## src/source/rob_cfg.svh

```systemverilog
`ifndef ROB_CFG_SVH
`define ROB_CFG_SVH

// reorder buffer geometry
`define ROB_DEPTH   16
`define ROB_TAG_W   4

// datapath
`define XLEN        32

// architectural registers
`define NUM_REGS    32
`define REG_ADDR_W  5

`endif
```

## src/source/rob_pkg.sv

```systemverilog
`default_nettype none

`include "rob_cfg.svh"

package rob_pkg;

    typedef enum logic [1:0] {
        KIND_REG    = 2'd0,
        KIND_STORE  = 2'd1,
        KIND_BRANCH = 2'd2
    } entry_kind_e;

    // one writeback word, read by entry kind
    typedef union packed {
        logic [`XLEN-1:0] reg_value;
        logic [`XLEN-1:0] redirect_pc;
    } result_u;

    typedef struct packed {
        logic                   busy;
        logic                   done;
        entry_kind_e            kind;
        logic [`REG_ADDR_W-1:0] rd;
        logic                   mispredict;
        result_u                result;
    } rob_entry_s;

endpackage

`default_nettype wire

```

## src/source/rob_if.sv

```systemverilog
`timescale 1ns/1ps
`default_nettype none

`include "rob_cfg.svh"

// result bus from the execution side
interface rob_wb_if;
    import rob_pkg::*;

    logic                  valid;
    logic [`ROB_TAG_W-1:0] tag;
    result_u               result;
    logic                  mispredict;

    modport source (output valid, tag, result, mispredict);
    modport sink   (input  valid, tag, result, mispredict);
endinterface

// oldest entry and the commit decisions taken on it
interface rob_head_if;
    import rob_pkg::*;

    logic       head_valid;
    rob_entry_s head_entry;
    logic       retire;
    logic       flush;

    modport source  (output head_valid, head_entry, input retire, flush);
    modport control (input head_valid, head_entry, output retire, flush);
    modport monitor (input retire, flush);
endinterface

`default_nettype wire

```

## src/source/rob_top.sv

```systemverilog
`timescale 1ns/1ps
`default_nettype none

`include "rob_cfg.svh"

module rob_top (
    input  wire                       clk,
    input  wire                       rst_n,
    // allocation
    input  wire                       alloc_valid,
    input  wire rob_pkg::entry_kind_e alloc_kind,
    input  wire [`REG_ADDR_W-1:0]     alloc_rd,
    output logic                      alloc_ready,
    output logic [`ROB_TAG_W-1:0]     alloc_tag,
    // writeback
    input  wire                       wb_valid,
    input  wire [`ROB_TAG_W-1:0]      wb_tag,
    input  wire [`XLEN-1:0]           wb_result,
    input  wire                       wb_mispredict,
    // commit
    output logic                      commit_valid,
    output logic [`REG_ADDR_W-1:0]    commit_rd,
    output logic [`XLEN-1:0]          commit_data,
    output logic                      redirect_valid,
    output logic [`XLEN-1:0]          redirect_pc,
    // store port, four-phase
    output logic                      st_req,
    output logic [`XLEN-1:0]          st_data,
    input  wire                       st_ack,
    // register file peek
    input  wire [`REG_ADDR_W-1:0]     rf_rd_addr,
    output logic [`XLEN-1:0]          rf_rd_data
);

    rob_wb_if   wb_bus ();
    rob_head_if hd_bus ();

    logic [`ROB_TAG_W-1:0] head_ptr;
    logic [`ROB_TAG_W-1:0] tail_ptr;
    logic                  full;
    logic                  alloc_fire;

    assign alloc_ready = !full;
    assign alloc_tag   = tail_ptr;
    assign alloc_fire  = alloc_valid && alloc_ready;

    assign wb_bus.valid      = wb_valid;
    assign wb_bus.tag        = wb_tag;
    assign wb_bus.result     = wb_result;
    assign wb_bus.mispredict = wb_mispredict;

    rob_ptr_ctr u_ptr_ctr (
        .clk        (clk),
        .rst_n      (rst_n),
        .alloc_fire (alloc_fire),
        .hd         (hd_bus.monitor),
        .head_ptr   (head_ptr),
        .tail_ptr   (tail_ptr),
        .full       (full),
        .empty      ()
    );

    rob_entry_store u_entry_store (
        .clk        (clk),
        .rst_n      (rst_n),
        .alloc_fire (alloc_fire),
        .alloc_kind (alloc_kind),
        .alloc_rd   (alloc_rd),
        .tail_ptr   (tail_ptr),
        .head_ptr   (head_ptr),
        .wb         (wb_bus.sink),
        .hd         (hd_bus.source)
    );

    rob_commit_fsm u_commit_fsm (
        .clk            (clk),
        .rst_n          (rst_n),
        .hd             (hd_bus.control),
        .commit_valid   (commit_valid),
        .commit_rd      (commit_rd),
        .commit_data    (commit_data),
        .redirect_valid (redirect_valid),
        .redirect_pc    (redirect_pc),
        .st_req         (st_req),
        .st_data        (st_data),
        .st_ack         (st_ack)
    );

    arch_regfile u_regfile (
        .clk     (clk),
        .rst_n   (rst_n),
        .we      (commit_valid),
        .wr_addr (commit_rd),
        .wr_data (commit_data),
        .rd_addr (rf_rd_addr),
        .rd_data (rf_rd_data)
    );

endmodule

`default_nettype wire

```

## src/source/arch_regfile.sv

```systemverilog
`timescale 1ns/1ps
`default_nettype none

`include "rob_cfg.svh"

module arch_regfile (
    input  wire                     clk,
    input  wire                     rst_n,
    input  wire                     we,
    input  wire [`REG_ADDR_W-1:0]   wr_addr,
    input  wire [`XLEN-1:0]         wr_data,
    input  wire [`REG_ADDR_W-1:0]   rd_addr,
    output logic [`XLEN-1:0]        rd_data
);

    logic [`XLEN-1:0] regs [`NUM_REGS];

    always_ff @(posedge clk or negedge rst_n) begin
        if (!rst_n) begin
            for (int i = 0; i < `NUM_REGS; i++) begin
                regs[i] <= '0;
            end
        end else if (we && (wr_addr != '0)) begin
            // x0 is hardwired, never written
            regs[wr_addr] <= wr_data;
        end
    end

    assign rd_data = regs[rd_addr];

endmodule

`default_nettype wire

```

## src/source/rob_commit_fsm.sv

```systemverilog
`timescale 1ns/1ps
`default_nettype none

`include "rob_cfg.svh"

module rob_commit_fsm (
    input  wire                      clk,
    input  wire                      rst_n,
    rob_head_if.control              hd,
    output logic                     commit_valid,
    output logic [`REG_ADDR_W-1:0]   commit_rd,
    output logic [`XLEN-1:0]         commit_data,
    output logic                     redirect_valid,
    output logic [`XLEN-1:0]         redirect_pc,
    output logic                     st_req,
    output logic [`XLEN-1:0]         st_data,
    input  wire                      st_ack
);

    import rob_pkg::*;

    typedef enum logic [1:0] {
        IDLE,
        ST_REQ,
        ST_WAIT_LOW,
        FLUSH
    } state_e;

    state_e     state_q;
    state_e     state_d;
    rob_entry_s head;
    logic       act;
    logic       retire_d;
    logic       retire_q;
    logic       commit_d;

    assign head = hd.head_entry;

    // the head stays in place during the retire cycle, skip it once
    assign act = (state_q == IDLE) && hd.head_valid && !retire_q;

    always_comb begin
        state_d  = state_q;
        retire_d = 1'b0;
        commit_d = 1'b0;
        case (state_q)
            IDLE: begin
                if (act) begin
                    case (head.kind)
                        KIND_REG: begin
                            retire_d = 1'b1;
                            commit_d = 1'b1;
                        end
                        KIND_STORE: begin
                            state_d = ST_REQ;
                        end
                        KIND_BRANCH: begin
                            if (head.mispredict) begin
                                state_d = FLUSH;
                            end else begin
                                retire_d = 1'b1;
                            end
                        end
                        default: retire_d = 1'b1;
                    endcase
                end
            end
            ST_REQ: begin
                if (st_ack) begin
                    state_d = ST_WAIT_LOW;
                end
            end
            ST_WAIT_LOW: begin
                // last phase of the handshake
                if (!st_ack) begin
                    state_d  = IDLE;
                    retire_d = 1'b1;
                end
            end
            FLUSH:   state_d = IDLE;
            default: state_d = IDLE;
        endcase
    end

    always_ff @(posedge clk or negedge rst_n) begin
        if (!rst_n) begin
            state_q      <= IDLE;
            retire_q     <= 1'b0;
            commit_valid <= 1'b0;
        end else begin
            state_q      <= state_d;
            retire_q     <= retire_d;
            commit_valid <= commit_d;
        end
    end

    always_ff @(posedge clk) begin
        if (commit_d) begin
            commit_rd   <= head.rd;
            commit_data <= head.result.reg_value;
        end
    end

    assign hd.retire      = retire_q;
    assign hd.flush       = (state_q == FLUSH);
    assign redirect_valid = (state_q == FLUSH);
    assign redirect_pc    = head.result.redirect_pc;
    assign st_req         = (state_q == ST_REQ);
    assign st_data        = head.result.reg_value;

endmodule

`default_nettype wire

```

## src/source/rob_entry_store.sv

```systemverilog
`timescale 1ns/1ps
`default_nettype none

`include "rob_cfg.svh"

module rob_entry_store (
    input  wire                      clk,
    input  wire                      rst_n,
    input  wire                      alloc_fire,
    input  wire rob_pkg::entry_kind_e alloc_kind,
    input  wire [`REG_ADDR_W-1:0]    alloc_rd,
    input  wire [`ROB_TAG_W-1:0]     tail_ptr,
    input  wire [`ROB_TAG_W-1:0]     head_ptr,
    rob_wb_if.sink                   wb,
    rob_head_if.source               hd
);

    import rob_pkg::*;

    // control bits per entry
    logic [`ROB_DEPTH-1:0] busy_q;
    logic [`ROB_DEPTH-1:0] done_q;

    // payload per entry
    entry_kind_e            kind_q [`ROB_DEPTH];
    logic [`REG_ADDR_W-1:0] rd_q   [`ROB_DEPTH];
    logic                   mis_q  [`ROB_DEPTH];
    result_u                res_q  [`ROB_DEPTH];

    logic wb_hit;

    // late results for squashed entries are dropped here
    assign wb_hit = wb.valid && busy_q[wb.tag];

    always_ff @(posedge clk or negedge rst_n) begin
        if (!rst_n) begin
            busy_q <= '0;
            done_q <= '0;
        end else if (hd.flush) begin
            busy_q <= '0;
            done_q <= '0;
        end else begin
            if (alloc_fire) begin
                busy_q[tail_ptr] <= 1'b1;
                done_q[tail_ptr] <= 1'b0;
            end
            if (wb_hit) begin
                done_q[wb.tag] <= 1'b1;
            end
            if (hd.retire) begin
                busy_q[head_ptr] <= 1'b0;
            end
        end
    end

    always_ff @(posedge clk) begin
        if (alloc_fire) begin
            kind_q[tail_ptr] <= alloc_kind;
            rd_q[tail_ptr]   <= alloc_rd;
        end
        if (wb_hit) begin
            res_q[wb.tag] <= wb.result;
            mis_q[wb.tag] <= wb.mispredict;
        end
    end

    // head view
    always_comb begin
        hd.head_entry.busy       = busy_q[head_ptr];
        hd.head_entry.done       = done_q[head_ptr];
        hd.head_entry.kind       = kind_q[head_ptr];
        hd.head_entry.rd         = rd_q[head_ptr];
        hd.head_entry.mispredict = mis_q[head_ptr];
        hd.head_entry.result     = res_q[head_ptr];
    end

    assign hd.head_valid = busy_q[head_ptr] && done_q[head_ptr];

endmodule

`default_nettype wire

```

## src/source/rob_ptr_ctr.sv

```systemverilog
`timescale 1ns/1ps
`default_nettype none

`include "rob_cfg.svh"

module rob_ptr_ctr (
    input  wire                    clk,
    input  wire                    rst_n,
    input  wire                    alloc_fire,
    rob_head_if.monitor            hd,
    output logic [`ROB_TAG_W-1:0]  head_ptr,
    output logic [`ROB_TAG_W-1:0]  tail_ptr,
    output logic                   full,
    output logic                   empty
);

    typedef logic [`ROB_TAG_W-1:0] tag_t;
    typedef logic [`ROB_TAG_W:0]   count_t;

    localparam tag_t   LAST_IDX  = tag_t'(`ROB_DEPTH - 1);
    localparam count_t DEPTH_CNT = count_t'(`ROB_DEPTH);

    count_t count;
    logic   retire_ok;

    function automatic tag_t next_ptr(input tag_t p);
        return (p == LAST_IDX) ? '0 : p + 1'b1;
    endfunction

    // a retire on an empty buffer cannot happen, guard anyway
    assign retire_ok = hd.retire && !empty;

    always_ff @(posedge clk or negedge rst_n) begin
        if (!rst_n) begin
            head_ptr <= '0;
            tail_ptr <= '0;
            count    <= '0;
        end else if (hd.flush) begin
            head_ptr <= tail_ptr;
            count    <= '0;
        end else begin
            if (alloc_fire) begin
                tail_ptr <= next_ptr(tail_ptr);
            end
            if (retire_ok) begin
                head_ptr <= next_ptr(head_ptr);
            end
            case ({alloc_fire, retire_ok})
                2'b10:   count <= count + 1'b1;
                2'b01:   count <= count - 1'b1;
                default: count <= count;
            endcase
        end
    end

    assign full  = (count == DEPTH_CNT);
    assign empty = (count == '0);

endmodule

`default_nettype wire

```

## config.mk

```make
export PLATFORM = sky130hd
export DESIGN_NAME = rob_top
export DESIGN_NICKNAME = d
export VERILOG_FILES = /design/src/source/rob_pkg.sv /design/src/source/rob_if.sv /design/src/source/rob_top.sv /design/src/source/arch_regfile.sv /design/src/source/rob_commit_fsm.sv /design/src/source/rob_entry_store.sv /design/src/source/rob_ptr_ctr.sv
export VERILOG_INCLUDE_DIRS = /design/src /design/src/source
export SDC_FILE = /design/constraint.sdc
export NUM_CORES = 2
export LEC_CHECK = 0
export ABC_AREA = 1
export BUFFER_PORTS_ARGS = -buffer_cell sky130_fd_sc_hd__buf_4
export CAP_MARGIN = 5
export CORE_MARGIN = 2
export CORE_UTILIZATION = 55
export DETAILED_ROUTE_END_ITERATION = 12
export PLACE_DENSITY = 0.72
export SLEW_MARGIN = 20
export SYNTH_ARGS = -nofsm -noshare
export SYNTH_HDL_FRONTEND = slang
export SYNTH_SLANG_ARGS = --single-unit
```

## constraint.sdc

```tcl
create_clock -name clk -period 5.9 [get_ports clk]
set_input_delay 1.475 -clock clk [delete_from_list [all_inputs] [get_ports clk]]
set_output_delay 1.475 -clock clk [all_outputs]
set_load 0.005 [all_outputs]
```

# == Yosys cells after proc, flatten, opt, wreduce, memory -nomap -nowiden ==
# Memory sizes are Yosys's and may differ from the RTL's. A register that Yosys moved wholly into a read port is not among the register bits.
# Index checks and enable logic that the tools add are counted.
# word_totals
input_bits,54
out_inout_bits,141
mem_count,4
word_cells,154
mem_bits_rw,640
regBits,1105
# op_classes
muxes,50
magnitude_cmp,9
bitwise_logic,9
reduce_logical,22
eq_ne,15
addsub,4
# mem_list
memory,depth,width,rd,rd_ports_with_merged_regs,write_ports,line,text
u_entry_store.res_q,16,32,1,0,1,rob_entry_store.sv:28,result_u res_q [`ROB_DEPTH];
u_entry_store.rd_q,16,5,1,1,1,rob_entry_store.sv:26,logic [`REG_ADDR_W-1:0] rd_q [`ROB_DEPTH];
u_entry_store.kind_q,16,2,1,0,1,rob_entry_store.sv:25,entry_kind_e kind_q [`ROB_DEPTH];
u_entry_store.mis_q,16,1,1,0,1,rob_entry_store.sv:27,logic mis_q [`ROB_DEPTH];
# ops
cell,count
$bwmux 1024,1
$bmux 32 s5,1
$demux 32 s5,1
$mux 16,8
$mux 32,3
$and 16x16->16,2
$not 16->16,2
$or 16x16->16,2
$mux 1,16
$mux 4,4
$lt 4x5->1 const B,3
$bmux 1 s4,3
$demux 1 s4,3
$ge 4x1->1 const B,3
$ge 6x6->1 const B,2
$not 5->6,2
$logic_and 1x1->1,11
$pmux 5 s2,1
$add 4x1->4 const B,2
$eq 2x2->1 const B,4
$eq 4x4->1 const B,2
$mux 2,4
$pmux 2 s4,1
$eq 2x1->1 const B,3
19 further kinds,25

# == Logic depth before layout (Yosys ltp) ==
# logic_depth
depth_word,11
depth_mapped,18
ltp_nobuf,14

# == By module ==
# A second synthesis with hierarchy kept.
# hier_totals
cells_unflattened,7821
area_unflattened_um2,74460.2
# by_module_without_submodules
module,seq_area_each_um2,instances,cells_each,area_each_um2
arch_regfile,25624.6,1,5839,45961.6
rob_entry_store,20019.2,1,1723,25771.0
rob_commit_fsm,1211.2,1,140,1841.8
rob_ptr_ctr,325.3,1,116,872.1
rob_top,0.0,1,3,13.8

# == Least setup slack after synthesis ==
# Ideal clock, no wire load.
# synth_path
path_type,input port to output port
start,in rf_rd_addr[0]
end,out rf_rd_data[15]
path_buffers,4
path_stages,9
slack_ns,1.632
required_ns,4.425
t_arrival_ns,2.793
cell_sequence,inv_1 > buf_2 > buf_2 > buf_4 > clkbuf_1 > nor2_1 > o221ai_1 > nand3_1 > a21oi_1
# synth_between
elab_chain_cells,4
# synth_rtl
item,line,text
start: declaration,rob_top.sv:31,"input wire [`REG_ADDR_W-1:0] rf_rd_addr,"
$not 5->6 (implied by the code),arch_regfile.sv:29,assign rd_data = regs[rd_addr];
$bmux 32 s5,arch_regfile.sv:29,
$mux 32 (implied by the code) (2 in a row),arch_regfile.sv:29,
end: declaration,rob_top.sv:32,output logic [`XLEN-1:0] rf_rd_data
# No other way between the ends. The select of a mux whose other input is x is not followed.

# == Worst setup path after layout ==
# layout_path
start,in rf_rd_addr[0]
end,out rf_rd_data[4]
# Same word-level chain as after synthesis.

==> results.md <==
* Area of the multi-input gates at 23200 µm²
* Post-synthesis instance total at 7596
* Sequential-to-total area share from yosys stat at 63.8%
* Worst EP required at 4.43 ns
* Tot GR Track Use at 31.7%
* CP endpoint kind: output port
* Fin area at 82100 µm²
* Unrepaired setup endpoints after global routing: false
* Most common cell after layout, fill and taps aside: o21ai_0
* CP peak stage delay at 0.56 ns
* Root Buffer: clkbuf_16
* Core box area at 133000 µm²
* Die height at 371 µm
* Rows at 134
* Placed Area at 76300 µm²
* Clock latency on the worst-skew pair at 0.84 ns
* Worst slack, placed at 0.632 ns
* Post-route setup slack at 0.521 ns
* Final min period at 5.38 ns
* CP max FO at 52
* Grt ovf at 0
* Post-Syn Nets at 7664
* Clock Sinks at 1750
* Most frequent cells in the layout: o21ai_0 (1834), nand2_1 (1269), dfrtp_1 (1071), nor2_1 (916), edfxtp_1 (677)
* Non-filler cells, final at 9339
* Worst path bufs/invs at 4
* Final routed DRC violation total at 0
* Via-to-Cell Ratio at 6.15
* Final Hold Viols at 0
* Final setup violation count at 0
* Final Util at 61.5%
* Largest net degree at the start of global routing at 175
* Initial Util at 55.4%
* Top-level I/O count at 195
* Most frequent CP cell: buf_4
* Final HPWL from detailed placement at 120000 µm
* Synth warn at 0
* Vias in the first global route at 54900
* Critical Path Start Type: input pin
* Crit-path leading delay family: buffers and inverters
* Outcome: finished, final reports clean
* Arr. time, crit path at 3.90 ns
* First-pass GRT wire length at 332000 µm
* Worst path cell trace: buf_8 > inv_8 > buf_4 > o21ai_0 > o221ai_1 > nand3_1 > nand2_1 > nor2_1 > a21oi_1 > buf_4
* Placed insts at 9017
* Starting DRT DRC Count at 7305
* Leakage power at 33.3 nW
* Sequential standard cell area at 47200 µm²
* P per Cell Area at 433 nW/µm²
* Period utilization at 91.2%
* Mapped Area at 73900 µm²
* CTS clk-pin slew, worst paths at 0.06 ns
* Post-synthesis cell type count at 35
* Slew margin rel. at 19.8%
* TNS Setup at 0 ns
* DRT Pass-1 Iters at 6
* Antenna Nets Post-Route at 0
* Final hold slack at 0.378 ns
* Pwr Total at 35.6 mW
* CTS tree: done
* Wire per inst at 23.3 µm
* Setup Skew at 0.0301 ns
* H-tree depth at 4
* Number of synthesized register bits at 1750
* FILL cells at 10900
* CTS buffer count at 176
* Post-CTS Setup Bufs at 0
* # nets final at 7496
* # hold bufs at CTS at 0
* Peak supply drop at 410 µV
* Count of final max-slew check failures at 0
* Die X at 371 µm
* WS Path Type: in -> out
* Critical-path top delay cell: a21oi_1
* # resized after CTS at 0
* Vias at 57400
* Worst hold-check path type: reg -> reg
* Placer's final routability congestion estimate at 0.837
* Max-Cap Viols at 0
* Avg Cell Area, Syn at 9.73 µm²
* WL final at 218000 µm
* Number of buffers added on ports at 194
* Fmax at 0.186 GHz
* Clock tree buffer depth at 3
* Slew @ Worst Pin at 1.20 ns
* Antenna violations before repair at 6
* Share of post-route cells with drive strength above 1 at 8.77%
* Full die area at 137000 µm²
* Area added between synthesis and finish at 11.1%
state kept, by name, indices dropped and copies added, names as in the netlist, 2 cells and up:
name,cells
u_entry_store.rd_q,80
u_entry_store.busy_q,16
u_commit_fsm.commit_data,32
u_ptr_ctr.tail_ptr,4
u_ptr_ctr.head_ptr,4
u_ptr_ctr.count,5
u_commit_fsm.commit_rd,5
u_entry_store.mis_q,16
u_entry_store.kind_q,32
u_entry_store.res_q,512
u_regfile.regs,1024
u_entry_store.done_q,16
u_commit_fsm.state_q,2
synth_stat cells:
master,count,area (µm²)
inv_2,9,33.8
xor2_1,8,70.1
clkbuf_1,557,2090
edfxtp_1,677,20300
o21ai_1,30,150
dfrtp_1,1073,26900
a21o_1,1,7.51
a22oi_1,8,60.1
or2_2,1,6.26
o221ai_1,130,1140
nand2_2,8,50.1
nand4_1,40,250
buf_4,33,248
a221oi_1,1,8.76
clkinv_1,1,3.75
nor3_1,9,45.0
o211ai_1,63,473
xnor2_1,1,8.76
nor2_1,919,3450
o22ai_1,187,1170
nor3_2,5,50.1
nor4_4,1,21.3
nand2_1,1287,4830
o21a_1,3,22.5
a31oi_1,31,194
buf_1,26,97.6
buf_2,60,300
nor2_2,4,25.0
o21ai_0,1834,9180
a21boi_0,1,7.51
ha_1,14,175
a2bb2oi_1,2,17.5
a21oi_1,219,1100
inv_1,234,878
nand3_1,119,596
power by group:
part	switching, mW	total [mW]	internal (mW)
sequential	1.24	16.0	14.7
clock	4.81	11.1	6.30
combinational	5.59	8.49	2.91
layer usage:
layer  part of all wire (%)  wire [µm]  GRT usage (%)
met1                     40      86400           42.4
met2                     47     102000           50.6
met3                    8.9      19500           5.54
met4                    4.6      10100           14.9
met5                  0.011         25              0
path summary, 6_finish.rpt:
check                                          endpoint  cells past startpoint                   from  slack [ns]
max in group asynchronous           u_regfile.regs[785]                      2                  rst_n        3.83
max                                       rf_rd_data[4]                     10          rf_rd_addr[0]        0.52
max reg2reg                u_commit_fsm.commit_data[11]                     11  u_ptr_ctr.head_ptr[0]        1.95
min in group asynchronous           u_regfile.regs[478]                      1                  rst_n        0.65
min reg2reg                        u_regfile.regs[1001]                      0   u_regfile.regs[1001]        0.38
min                                u_regfile.regs[1001]                      0   u_regfile.regs[1001]        0.38
layout make-up:
class | instances | share of cell area (%)
Inverter | 244 | 1.15
Tap cell | 1768 | 2.69
Multi-Input combinational cell | 4926 | 28.2
Sequential cell | 1750 | 57.5
Antenna cell | 1 | 0.00305
Clock buffer | 252 | 6.12
Timing Repair Buffer | 330 | 3.45
Clock inverter | 68 | 0.875
cells by family after synthesis:
kind of cell	Yosys count	share of synthesized area, %
AO/OA/AOI/OAI	2510	18.3
XOR/XNOR	9	0.107
adder cells (fa/ha/maj)	14	0.237
buffers and inverters	920	4.94
flip-flops	1750	63.8
AND/OR/NAND/NOR	2393	12.6
(Power assumes the default switching activity.)
